## config.mk

```make
export PLATFORM = sky130hd
export DESIGN_NAME = hazard_unit
export DESIGN_NICKNAME = d
export VERILOG_FILES = /design/src/logic/mips_pkg.sv /design/src/logic/hazard_unit.sv
export SDC_FILE = /design/constraint.sdc
export NUM_CORES = 1
export LEC_CHECK = 0
export BUFFER_PORTS_ARGS = -buffer_cell sky130_fd_sc_hd__buf_2
export CORE_ASPECT_RATIO = 1.25
export CORE_MARGIN = 4
export CORE_UTILIZATION = 30
export DETAILED_ROUTE_END_ITERATION = 6
export SETUP_SLACK_MARGIN = 0.5
export SLEW_MARGIN = 20
export SYNTH_ARGS = -nofsm -noshare
export SYNTH_HDL_FRONTEND = slang
export SYNTH_SLANG_ARGS = --single-unit
```

## constraint.sdc

```tcl
create_clock -name vclk -period 1.58
set_input_delay 0.079 -clock vclk [all_inputs]
set_output_delay 0.079 -clock vclk [all_outputs]
set_load 0.02 [all_outputs]
```

## src/logic/mips_pkg.sv

```systemverilog
`default_nettype none

package mips_pkg;

   // primary opcodes of the supported subset
   typedef enum logic [5:0] {
      OP_SPECIAL = 6'h00,
      OP_J       = 6'h02,
      OP_BEQ     = 6'h04,
      OP_ADDIU   = 6'h09,
      OP_ANDI    = 6'h0c,
      OP_ORI     = 6'h0d,
      OP_LUI     = 6'h0f,
      OP_LW      = 6'h23,
      OP_SW      = 6'h2b
   } op_e;

   // r-type function field
   typedef enum logic [5:0] {
      FN_ADDU = 6'h21,
      FN_SUBU = 6'h23,
      FN_AND  = 6'h24,
      FN_OR   = 6'h25,
      FN_SLT  = 6'h2a
   } funct_e;

   typedef enum logic [2:0] {
      ALU_ADD,
      ALU_SUB,
      ALU_AND,
      ALU_OR,
      ALU_SLT,
      ALU_LUI
   } alu_op_e;

   // operand source in execute
   typedef enum logic [1:0] {
      FWD_REG,
      FWD_EXMEM,
      FWD_MEMWB
   } fwd_sel_e;

   typedef struct packed {
      op_e         opcode;
      logic [4:0]  rs;
      logic [4:0]  rt;
      logic [4:0]  rd;
      logic [4:0]  shamt;
      funct_e      funct;
   } r_fmt_t;

   typedef struct packed {
      op_e         opcode;
      logic [4:0]  rs;
      logic [4:0]  rt;
      logic [15:0] imm;
   } i_fmt_t;

   // same 32-bit word, register or immediate layout
   typedef union packed {
      r_fmt_t r;
      i_fmt_t i;
   } instr_u;

   // sll r0,r0,0 writes nothing
   localparam instr_u nop_instr = '0;

endpackage

`default_nettype wire

```

## src/logic/hazard_unit.sv

```systemverilog
`timescale 1ns/1ps
`default_nettype none

module hazard_unit
   import mips_pkg::*;
(
   input  logic [4:0] i_if_rs,
   input  logic [4:0] i_if_rt,
   input  logic       i_uses_branch_regs,
   input  logic [4:0] i_ex_dst,
   input  logic       i_ex_reg_write,
   input  logic       i_ex_mem_read,
   input  logic [4:0] i_mem_dst,
   input  logic       i_mem_reg_write,
   input  logic [4:0] i_ex_rs,
   input  logic [4:0] i_ex_rt,
   input  logic       i_wb_en,
   input  logic [4:0] i_wb_reg,
   input  logic       i_take_redirect,
   output fwd_sel_e   o_fwd_a,
   output fwd_sel_e   o_fwd_b,
   output logic       o_stall,
   output logic       o_bubble,
   output logic       o_flush
);

   logic ex_hit;
   logic mem_hit;
   logic load_use;
   logic branch_wait;

   // EX/MEM is the younger result, so it wins
   always_comb begin
      o_fwd_a = FWD_REG;
      o_fwd_b = FWD_REG;
      if (i_mem_reg_write && i_mem_dst != 5'd0 && i_mem_dst == i_ex_rs) begin
         o_fwd_a = FWD_EXMEM;
      end else if (i_wb_en && i_wb_reg != 5'd0 && i_wb_reg == i_ex_rs) begin
         o_fwd_a = FWD_MEMWB;
      end
      if (i_mem_reg_write && i_mem_dst != 5'd0 && i_mem_dst == i_ex_rt) begin
         o_fwd_b = FWD_EXMEM;
      end else if (i_wb_en && i_wb_reg != 5'd0 && i_wb_reg == i_ex_rt) begin
         o_fwd_b = FWD_MEMWB;
      end
   end

   // decode operands produced in ID/EX or EX/MEM
   assign ex_hit  = i_ex_dst != 5'd0 && (i_ex_dst == i_if_rs || i_ex_dst == i_if_rt);
   assign mem_hit = i_mem_dst != 5'd0 && (i_mem_dst == i_if_rs || i_mem_dst == i_if_rt);

   // load result is one cycle too late for execute
   assign load_use = i_ex_mem_read && ex_hit;
   // beq compares in decode, wait for write-back bypass
   assign branch_wait = i_uses_branch_regs &&
                        ((i_ex_reg_write && ex_hit) || (i_mem_reg_write && mem_hit));

   assign o_stall  = load_use || branch_wait;
   assign o_bubble = o_stall;
   // a stalled branch compares stale values, no redirect yet
   assign o_flush  = i_take_redirect && !o_stall;

endmodule

`default_nettype wire

```

After elaboration in Yosys (flattened, before gate mapping)
Index checks and enable logic that the tools add are counted.
Storage, ports and cells
  flip-flop bits (word level): 0
  memory bits (writable): 0
  output and inout port bits: 7
  memories kept: 0
  word-level logic and storage cells: 33
  latch bits: 0
  bits in read-only memories: 0
Cells by class
  eq/ne operators: 8
  reductions and logical operators: 21
  shift-type cells: 0
  bitwise gates (word level): 0
  divide/modulo/power cells: 0
  multipliers: 0
  mux-type cells: 4
  magnitude comparators: 0
  $add $sub $neg: 0
Operators with widths (count)
  $eq 5x5->1: 8
  $reduce_bool 5->1: 3
  $logic_and 1x1->1: 13
  $mux 2: 4
  $logic_or 1x1->1: 4
  $logic_not 1->1: 1

Longest topological paths before layout
Gate-level depths: netlist of run 1.
  depth in word-level cells: 9
  depth in mapped cells: 6
  depth with buffers taken out: 4

Worst setup path before layout of run 1
OpenSTA, ideal clock, no wires.
  path kind: input to output
  from: input i_mem_dst[2]
  to: output o_fwd_a[1]
  stages on the path: 5
  arrival time: 1.615 ns
  slack: -0.114 ns
  cells stage by stage: clkbuf_1 -> or4_4 -> o21ai_4 -> nor4_1 -> nor4_2
On the way
  word-level cells in the longest chain between the ends: 4
RTL lines
  from (decl): RTL line hazard_unit.sv:13  | input logic [4:0] i_mem_dst,
  $reduce_bool 5->1: RTL line hazard_unit.sv:36  | if (i_mem_reg_write && i_mem_dst != 5'd0 && i_mem_dst == i_ex_rs) begin
  $logic_and 1x1->1: RTL line hazard_unit.sv:36
  $logic_and 1x1->1 (*): RTL line hazard_unit.sv:36
  $mux 2 (*): RTL line hazard_unit.sv:36
  to (decl): RTL line hazard_unit.sv:20  | output fwd_sel_e o_fwd_a,
Mark *: on every way between the ends. The rest lies on a longest branch, timed or not.

Worst setup path after layout of run 1
  from: input i_mem_dst[4]
  to: output o_flush
On the way
  word-level cells in the longest chain between the ends: 9
RTL lines
  $eq 5x5->1: RTL line hazard_unit.sv:50  | assign mem_hit = i_mem_dst != 5'd0 && (i_mem_dst == i_if_rs || i_mem_dst == i_if_rt);
  $logic_or 1x1->1: RTL line hazard_unit.sv:50
  $logic_and 1x1->1 (*): RTL line hazard_unit.sv:50
  $logic_and 1x1->1 (*): RTL line hazard_unit.sv:56  | ((i_ex_reg_write && ex_hit) || (i_mem_reg_write && mem_hit));
  $logic_or 1x1->1 (*): RTL line hazard_unit.sv:56
  $logic_and 1x1->1 (*): RTL line hazard_unit.sv:55  | assign branch_wait = i_uses_branch_regs &&
  $logic_or 1x1->1 (*): RTL line hazard_unit.sv:58  | assign o_stall = load_use || branch_wait;
  $logic_not 1->1 (*): RTL line hazard_unit.sv:61  | assign o_flush = i_take_redirect && !o_stall;
  $logic_and 1x1->1 (*): RTL line hazard_unit.sv:61
  to (decl): RTL line hazard_unit.sv:24  | output logic o_flush
Marked as above.

==> metrics.md, run 1 <==
| Metric | Value |
|---|---|
| Crit path launch type | primary input |
| Reg area | 0 µm² |
| Diodes inserted | 0 |
| Final std cells w/o fill | 143 |
| Total track usage | 14.1% |
| Outcome | complete, no violations |
| Routability cong. | approximately 0.77 |
| Remaining global-route overflow | 0 |
| Slew headroom | 72.9% |
| Final Util | ~54% |
| Setup Buffers After CTS | 0 |
| Crit Path Class | primary input to output port |
| Vias per inst | around 5 |
| Die W | between 40 and 50 µm |
| Synthesized area per cell | 7.59 µm² |
| I/O Pins | 48 |
| Max-cap violations | 0 |
| Avg WL per Cell | 13.0 µm |
| Detailed Route Iter0 Violations | 1 |
| Layout cell share with drive strength beyond 1 | 53.2% |
| Clkbuf count | 0 |
| First drt pass iteration count | 2 |
| Die area | 0.00272 mm² |
| Yosys warns | 0 |
| Register area share after synthesis | 0% |
| Die span in y | roughly 57 µm |
| WHS | roughly 500 ps |
| Pwr dens | about 290 mW/mm² |
| Largest net degree at the start of global routing | 6 |
| Synth Net Count | 118 |
| Nets | roughly 170 |
| Fill cell count | 194 |
| Top cells by area, synth | xnor2_1 39%, xor2_1 21%, nand3_1 5.1% |
| Worst setup EP type | output port |
| Sequential cell count | 0 |
| Total negative slack | 0 ps |
| Initial antenna violation count | 0 |
| Floorplan row count | 17 |
| Hold Crit Class | primary input to output port |
| Least-Margin Pin Slew | between 400 and 500 ps |
| CP Data Arrival Time | about 1400 ps |
| Placed Cells | between 100 and 150 |
| Final Cycle Share | 93.4% |
| Worst Setup Slack, final | between 100 and 150 ps |
| Count of final setup violators | 0 |
| Vias in the first global route | between 700 and 800 |
| Worst-path maximum fanout | 3 |
| Critical Path RT | around 1500 ps |
| HPWL after DPL | about 1800 µm |
| Final ANT Viol Nets | 0 |
| Max IR drop VDD | around 0.14 mV |
| Dpl ws | about 40 ps |
| Starting Density | about a third |
| WHS Path Cells | 4 |
| Number of I/O port buffers | 48 |
| Slew Limit Fails | 0 |
| Synth Instances | between 70 and 80 |
| F_max | around 0.68 GHz |
| Static Leakage | between 0.4 and 0.5 nW |
| RSZ-0062 raised after global routing | yes |
| Via count | between 700 and 800 |
| Core Region | approximately 0.0018 mm² |
| First-pass GRT wire length | about 3000 µm |
| Final Critical Period | approximately 1500 ps |
| Drt drc | 0 |
| Final Hold Viols | 0 |
| P&R area growth vs syn | 68.3% |
| Distinct cells, synth | 21 |
| Area leader, netlist | xnor2_1 |
| Share of the synthesized area in the top cell type | between 30 and 40% |
| Total wire length | approximately 1900 µm |
| Synthesized area | 584 µm² |
## cells in the mapped netlist (all sizes together)
cell,count
or4,4
nand3,6
a22o,1
inv,2
xor2,14
a221oi,1
o21ai,2
nand2,4
buf,4
nor2,2
xnor2,26
nor3,1
nor4,4
o22ai,2
a21oi,2
clkbuf,2
## kinds of logic after synthesis
logic type	share of synthesized area [%]
buffers and inverters	7.50
XOR/XNOR	60.0
AO/OA/AOI/OAI	10.5
AND/OR/NAND/NOR	22.1
## metal layers
metal	up-vias	part of all wire [%]	GRT usage, %
li1	358	-	-
met1	322	33	15.1
met2	33	57	29.3
met3	0	10	0.315
met4	0	0	0
met5	-	0	0
## report_power, final
part / switching [W] / total [W] / internal [W]
Sequential: 0 / 0 / 0
Clock: 0 / 0 / 0
Combinational: 0.000136 / 0.000282 / 0.000146
Total: 0.000136 / 0.000282 / 0.000146
## cell usage in the layout (no fill, tap or decap)
cell	synthesis	final
nand3_1	6	6
nor2_4	0	1
inv_1	2	2
nor2_1	2	1
xnor2_2	0	2
o21ai_4	1	1
a21oi_1	2	2
or4_4	1	3
xor2_1	14	14
o21ai_1	0	1
nand2_1	4	4
o22ai_1	2	2
buf_4	1	8
buf_6	1	5
nor3_1	1	1
buf_2	2	40
nor4_4	0	3
a22o_4	0	1
xnor2_1	26	24
a221oi_4	0	1
or4_1	3	1
nor4_2	2	1
## cell type report
type | instances | area, µm² | area share, %
Tap cell | 19 | 23.8 | 2.42
Multi-Input combinational cell | 69 | 636 | 64.6
Inverter | 2 | 7.51 | 0.763
Timing Repair Buffer | 53 | 317 | 32.2
## repair_timing
action / 4_1_cts / 5_1_grt
pin swaps: 3 / 3
setup endpoints to repair: 7 / 7
hold buffers: 0 / 0
gates resized for setup: 13 / 4
## worst max-delay path, cell delays in order
cell and delay, ps:
buf_6 90, or4_4 540, o21ai_4 250, nor2_4 70
a221oi_4 220, buf_6 150
## path summary, 6_finish.rpt
path / endpoint / start
setup / recovery: o_flush / i_mem_dst[4]
hold / removal: o_flush / i_take_redirect
## through the flow
stage / instance area [µm²] / power [W]
finish: 983 / 0.000282
global route: 983 / 0.000311
CTS: 957 / 0.000278
detailed placement: 913 / 0.000263
global placement: 913 / 0.000259
floorplan: 663 / 0.000164
Power figures use the tool's default switching activity.
==> run 2: changes to the inputs <==
--- a/config.mk
+++ b/config.mk
@@ -5,9 +5,10 @@
 export SDC_FILE = /design/constraint.sdc
 export NUM_CORES = 1
 export LEC_CHECK = 0
+export ABC_AREA = 1
 export BUFFER_PORTS_ARGS = -buffer_cell sky130_fd_sc_hd__buf_2
 export CORE_ASPECT_RATIO = 1.25
-export CORE_MARGIN = 4
+export CORE_MARGIN = 5
 export CORE_UTILIZATION = 30
 export DETAILED_ROUTE_END_ITERATION = 6
 export SETUP_SLACK_MARGIN = 0.5
==> metrics.md, run 2 <==
| Metric | Value |
|---|---|
| Outcome | complete, no violations (unchanged) |
| RSZ-0062 raised after global routing | yes (unchanged) |
| Crit-path cells | buf_4 -> inv_4 -> nand2_2 -> o21ai_4 -> buf_4 -> nor3_4 -> nor2_1 -> buf_2 (was buf_6 -> or4_4 -> o21ai_4 -> nor2_4 -> a221oi_4 -> buf_6) |
| Floorplan row count | 19 (was 17) |
| Multi-input logic area | 637 µm² (was 636 µm²) |
| Delay-heaviest family, CP | buffers and inverters (was simple AND/OR/NAND/NOR gates) |
| Synth Net Count | 177 (was 118) |
| Detailed Route Iter0 Violations | 7 (was 1) |
| Max-cap violations | 0 (unchanged) |
| Routability cong. | 0.809 (was 0.771) |
| P&R area growth vs syn | 55.7% (was 68.3%) |
| Post-synth top cells | 49 x nand2_1, 17 x inv_1, 16 x xnor2_1, 14 x nor2_1, 9 x xor2_1 (was 26 x xnor2_1, 14 x xor2_1, 6 x nand3_1, 4 x nand2_1, 3 x or4_1) |
| First-pass GRT wire length | 3370 µm (was 3020 µm) |
| Distinct cells, synth | 20 (was 21) |
| Via count | 944 (was 713) |
| Layout cell share with drive strength beyond 1 | 38.5% (was 53.2%) |
| CP Data Arrival Time | 960 ps (was 1400 ps) |
| Die area | 0.00348 mm² (was 0.00272 mm²) |
| Hold Crit Class | primary input to output port (unchanged) |
| Sequential cell count | 0 (unchanged) |
| Top cells by area, synth | nand2_1 26%, xnor2_1 20%, xor2_1 11% (was xnor2_1 39%, xor2_1 21%, nand3_1 5.1%) |
| Final Critical Period | 1040 ps (was 1480 ps) |
| Final ANT Viol Nets | 0 (unchanged) |
| # hold bufs at CTS | 0 (unchanged) |
| Vias per inst | 4.33 (was 4.99) |
| Die W | 53.8 µm (was 47.5 µm) |
| Most frequent cell after synthesis | nand2_1 (was xnor2_1) |
| HPWL after DPL | 1900 µm (was 1750 µm) |
| Most common cell after layout, fill and taps aside | nand2_1 (was buf_2) |
| Slew Limit Fails | 0 (unchanged) |
| Reg area | 0 µm² (unchanged) |
| Largest net degree at the start of global routing | 7 (was 6) |
| Fill cell count | 257 (was 194) |
| Initial antenna violation count | 0 (unchanged) |
| Vias in the first global route | 918 (was 761) |
| CP peak stage delay | 180 ps (was 540 ps) |
| Total wire length | 2110 µm (was 1860 µm) |
| Starting Density | 31.8% (was 32.3%) |
| I/O Pins | 48 (unchanged) |
| Static Leakage | 0.650 nW (was 0.423 nW) |
| Total negative slack | 0 ps (unchanged) |
| Final Cycle Share | 66.0% (was 93.4%) |
| F_max | 0.959 GHz (was 0.677 GHz) |
| Least-Margin Pin Slew | 254 ps (was 403 ps) |
| Synthesized area | 718 µm² (was 584 µm²) |
| Drt drc | 0 (unchanged) |
| CP max stage cell | o21ai_4 (was or4_4) |
| Nets | 230 (was 167) |
| First drt pass iteration count | 2 (unchanged) |
| Diodes inserted | 0 (unchanged) |
| Clkbuf count | 0 (unchanged) |
| Worst setup EP type | output port (unchanged) |
| Avg WL per Cell | 9.68 µm (was 13.0 µm) |
| Max IR drop VDD | 0.108 mV (was 0.145 mV) |
| CP bufs+invs | 4 (was 2) |
| Final Util | 49.5% (was 54.4%) |
| Number of I/O port buffers | 48 (unchanged) |
| Final Hold Viols | 0 (unchanged) |
| Crit path launch type | primary input (unchanged) |
| Synth Instances | 136 (was 77) |
| Area leader, netlist | nand2_1 (was xnor2_1) |
| Slew headroom | 83.0% (was 72.9%) |
| Crit Path Class | primary input to output port (unchanged) |
| Worst-path maximum fanout | 5 (was 3) |
| Yosys warns | 0 (unchanged) |
| Die span in y | 64.7 µm (was 57.3 µm) |
| Total track usage | 12.0% (was 14.1%) |
| Commonest non-fill, non-tap cells in the layout | 48 x nand2_1, 39 x buf_2, 16 x xnor2_1, 16 x inv_1, 14 x nor2_1 (was 40 x buf_2, 24 x xnor2_1, 14 x xor2_1) |
| Share of the synthesized area in the top cell type | 25.6% (was 39.0%) |
| CP most frequent cell | buf_4 (was buf_6) |
| Register area share after synthesis | 0% (unchanged) |
| Critical Path RT | 1500 ps (about the same) |
| Count of final setup violators | 0 (unchanged) |
| Synthesized area per cell | 5.28 µm² (was 7.59 µm²) |
| Pwr dens | 261 mW/mm² (was 287 mW/mm²) |
| Core Region | 0.00226 mm² (was 0.00181 mm²) |
| Remaining global-route overflow | 0 (unchanged) |
run 2: final timing paths:
kind              slack [ps]  depth (start not counted)             from         end
hold / removal           460                          4  i_take_redirect     o_flush
setup / recovery         540                          8     i_mem_dst[1]  o_fwd_b[1]
run 2: cells by family after synthesis:
group | Yosys count | synth area share [%]
simple gates | 81 | 49.0
buf+inv | 26 | 15.9
xor+xnor | 25 | 30.5
compound gates | 4 | 4.70
run 2: power by group:
| group | internal, W | total (W) | leakage, nW | switching, W |
|---|---|---|---|---|
| clock network | 0 | 0 | 0 | 0 |
| logic | 0.000143 | 0.000292 | 0.650 | 0.000149 |
| registers | 0 | 0 | 0 | 0 |
| total | 0.000143 | 0.000292 | 0.650 | 0.000149 |
run 2: per-stage QoR:
stage          area (µm²)  worst slack, ps  total power, W  std cells  hold WS, ps
2_1_floorplan         731              503        0.000156        136          264
3_3_place_gp          978              489        0.000252        211          485
3_5_place_dp          978              455        0.000254        211          484
4_1_cts              1050              507        0.000277        214          459
5_1_grt              1120              458        0.000326        218          478
6_report             1120              537        0.000292        218          464
run 2: final cells by class:
cell class,instances,share of cell area [%]
Tap cell,31,3.47
Inverter,22,8.50
Multi-Input combinational cell,110,56.9
Timing Repair Buffer,55,31.1
run 2: what timing repair did:
| action | 4_1_cts | 5_1_grt |
|---|---|---|
| pin swaps | 7 | 12 |
| resized for setup | 16 | 12 |
| buffers inserted | 3 | 4 |
| endpoints found under the setup margin | 2 | 5 |
run 2: per-layer routing:
| layer | GRT usage (%) | wire [µm] |
|---|---|---|
| met1 | 13.6 | 905 |
| met2 | 24.2 | 1040 |
| met3 | 0.917 | 166 |
| met4 | 0 | 0 |
| met5 | 0 | 0 |
==> run 3: changes to the inputs <==
==> constraint.sdc (replaced) <==
create_clock -name vclk -period 0.9
set_input_delay 0.045 -clock vclk [all_inputs]
set_output_delay 0.045 -clock vclk [all_outputs]
set_load 0.02 [all_outputs]
==> metrics.md, run 3 (synthesized netlist as in run 2, its figures left out) <==
| Metric | Value |
|---|---|
| Outcome | finished with violations (was complete, no violations) |
| Failing checks | negative setup slack |
| Hold Crit Class | primary input to output port (unchanged) |
| Pwr dens | 467 mW/mm² (was 261 mW/mm²) |
| Clkbuf count | 0 (unchanged) |
| CP Data Arrival Time | 900 ps (was 960 ps) |
| Internal power | 0.000320 W (was 0.000143 W) |
| I/O Pins | 48 (unchanged) |
| Floorplan row count | 19 (unchanged) |
| Layout cell share with drive strength beyond 1 | 50.0% (was 38.5%) |
| Slew headroom | 83.5% (was 83.0%) |
| Count of final setup violators | 7 (was 0) |
| Final Critical Period | roughly 940 ps |
| Avg WL per Cell | 10.4 µm (was 9.68 µm) |
| Least-Margin Pin Slew | 247 ps (was 254 ps) |
| Initial antenna violation count | 0 (unchanged) |
| Routability cong. | 0.810 (was 0.809) |
| P&R area growth vs syn | 83.3% (was 55.7%) |
| Largest net degree at the start of global routing | 7 (unchanged) |
| WHS | 404 ps (was 464 ps) |
| Via count | 941 (was 944) |
| CP max stage cell | o21ai_4 (unchanged) |
| Max IR drop VDD | 0.212 mV (was 0.108 mV) |
| Reg area | 0 µm² (unchanged) |
| Die area | 0.00348 mm² (unchanged) |
| Remaining global-route overflow | 0 (unchanged) |
| Core Region | 0.00226 mm² (unchanged) |
| Die span in y | 64.7 µm (unchanged) |
| Reg power frac | 0% (about the same) |
| Sequential cell count | 0 (unchanged) |
| First-pass GRT wire length | 3640 µm (was 3370 µm) |
| Worst-path maximum fanout | 5 (unchanged) |
| Commonest non-fill, non-tap cells in the layout | 46 x nand2_1, 24 x buf_2, 15 x buf_6 (was 48 x nand2_1, 39 x buf_2, 16 x xnor2_1, 16 x inv_1, 14 x nor2_1) |
| Most common cell after layout, fill and taps aside | nand2_1 (unchanged) |
| Setup Buffers After CTS | 0 (was 3) |
| Total power | 0.000614 W (was 0.000292 W) |
| Nets | 229 (was 230) |
| Static Leakage | 0.714 nW (was 0.650 nW) |
| Worst setup EP type | output port (unchanged) |
| Total wire length | 2260 µm (was 2110 µm) |
| Crit Path Class | primary input to output port (unchanged) |
| Starting Density | 31.8% (unchanged) |
| Fill cell count | 206 (was 257) |
| HPWL after DPL | 1980 µm (was 1900 µm) |
| Max-cap violations | 0 (unchanged) |
| Worst Setup Slack, final | -43.0 ps (was 537 ps) |
| Final ANT Viol Nets | 0 (unchanged) |
| Vias in the first global route | 924 (was 918) |
| Final Hold Viols | 0 (unchanged) |
| Drt drc | 0 (unchanged) |
| Final Cycle Share | 105% |
| Die W | 53.8 µm (unchanged) |
| Detailed Route Iter0 Violations | 4 (was 7) |
| Slew Limit Fails | 0 (unchanged) |
| Final instance area | 0.00132 mm² (was 0.00112 mm²) |
| F_max | about 1.1 GHz |
| First drt pass iteration count | 5 (was 2) |
| Crit path launch type | primary input (unchanged) |
| Crit-path cells | buf_12 -> inv_4 -> nand3_4 -> o21ai_4 -> nor2_2 -> nand2_2 -> nand2_4 -> nor2_4 -> buf_6 (was buf_4 -> inv_4 -> nand2_2 -> o21ai_4 -> buf_4 -> nor3_4 -> nor2_1 -> buf_2) |
| CP peak stage delay | 190 ps (was 180 ps) |
| Vias per inst | 4.34 (was 4.33) |
| Diodes inserted | 0 (unchanged) |
| Sw frac | 47.9% (was 51.0%) |
| RSZ-0062 raised after global routing | yes (unchanged) |
| Total track usage | 13.0% (was 12.0%) |
| Switch Pwr | 0.000294 W (was 0.000149 W) |
| Final Util | 58.3% (was 49.5%) |
| Number of I/O port buffers | 48 (unchanged) |
| Critical Path RT | 850 ps (was 1500 ps) |
| Clock Power Share | 0% (about the same) |
| Placed inst area | 0.00107 mm² (was 978 µm²) |
| Combinational power share | 100.0% (about the same) |
## run 3: changes by cell type in the layout (fill, tap and decap cells not counted), sizes merged
cell	before	now
buf	55	54
## run 3: routing by layer
metal / vias to the layer above / GRT usage, % / wire length (µm)
li1: 506 / - / -
met1: 411 / 16.3 / 875
met2: 24 / 25.0 / 1240
met3: 0 / 0.229 / 142
met4: 0 / 0 / 0
met5: - / 0 / 0
## run 3: cell type report
class	count	area, µm²	share of cell area (%)
multi-input cells	110	741	56.3
repair buffers	54	447	33.9
inverters	22	90.1	6.84
well taps	31	38.8	2.95
## run 3: critical path: cells and delay by family
kind	cells	cell delay, ps
AND/OR/NAND/NOR	5	380
AO/OA/AOI/OAI	1	190
buffers and inverters	3	270
## run 3: path summary, 6_finish.rpt
check                  startpoint       to  slack [ps]  cells after the start
setup / recovery     i_mem_dst[3]  o_flush         -40                      9
hold / removal    i_take_redirect  o_flush         400                      4
## run 3: through the flow
step,instances,setup WS [ps],TNS (ps)
2_1_floorplan,136,-36.6,-70.0
4_1_cts,217,-115,-622
3_5_place_dp,217,-183,-1030
5_1_grt,217,-117,-614
3_3_place_gp,217,-145,-906
6_report,217,-43.0,-169
## run 3: timing repair
item | CTS | global route
hold endpoints to repair | 0 | 0
hold buffers | 0 | 0
setup endpoints to repair | 7 | 7
pin swaps | 9 | 32
resized for setup | 22 | 53
## run 3: power by group through the flow
stage,sequential (W),clock (W),combinational (W)
floorplan,0,0,0.000295
global placement,0,0,0.000480
detailed placement,0,0,0.000488
CTS,0,0,0.000529
global route,0,0,0.000678
finish,0,0,0.000614
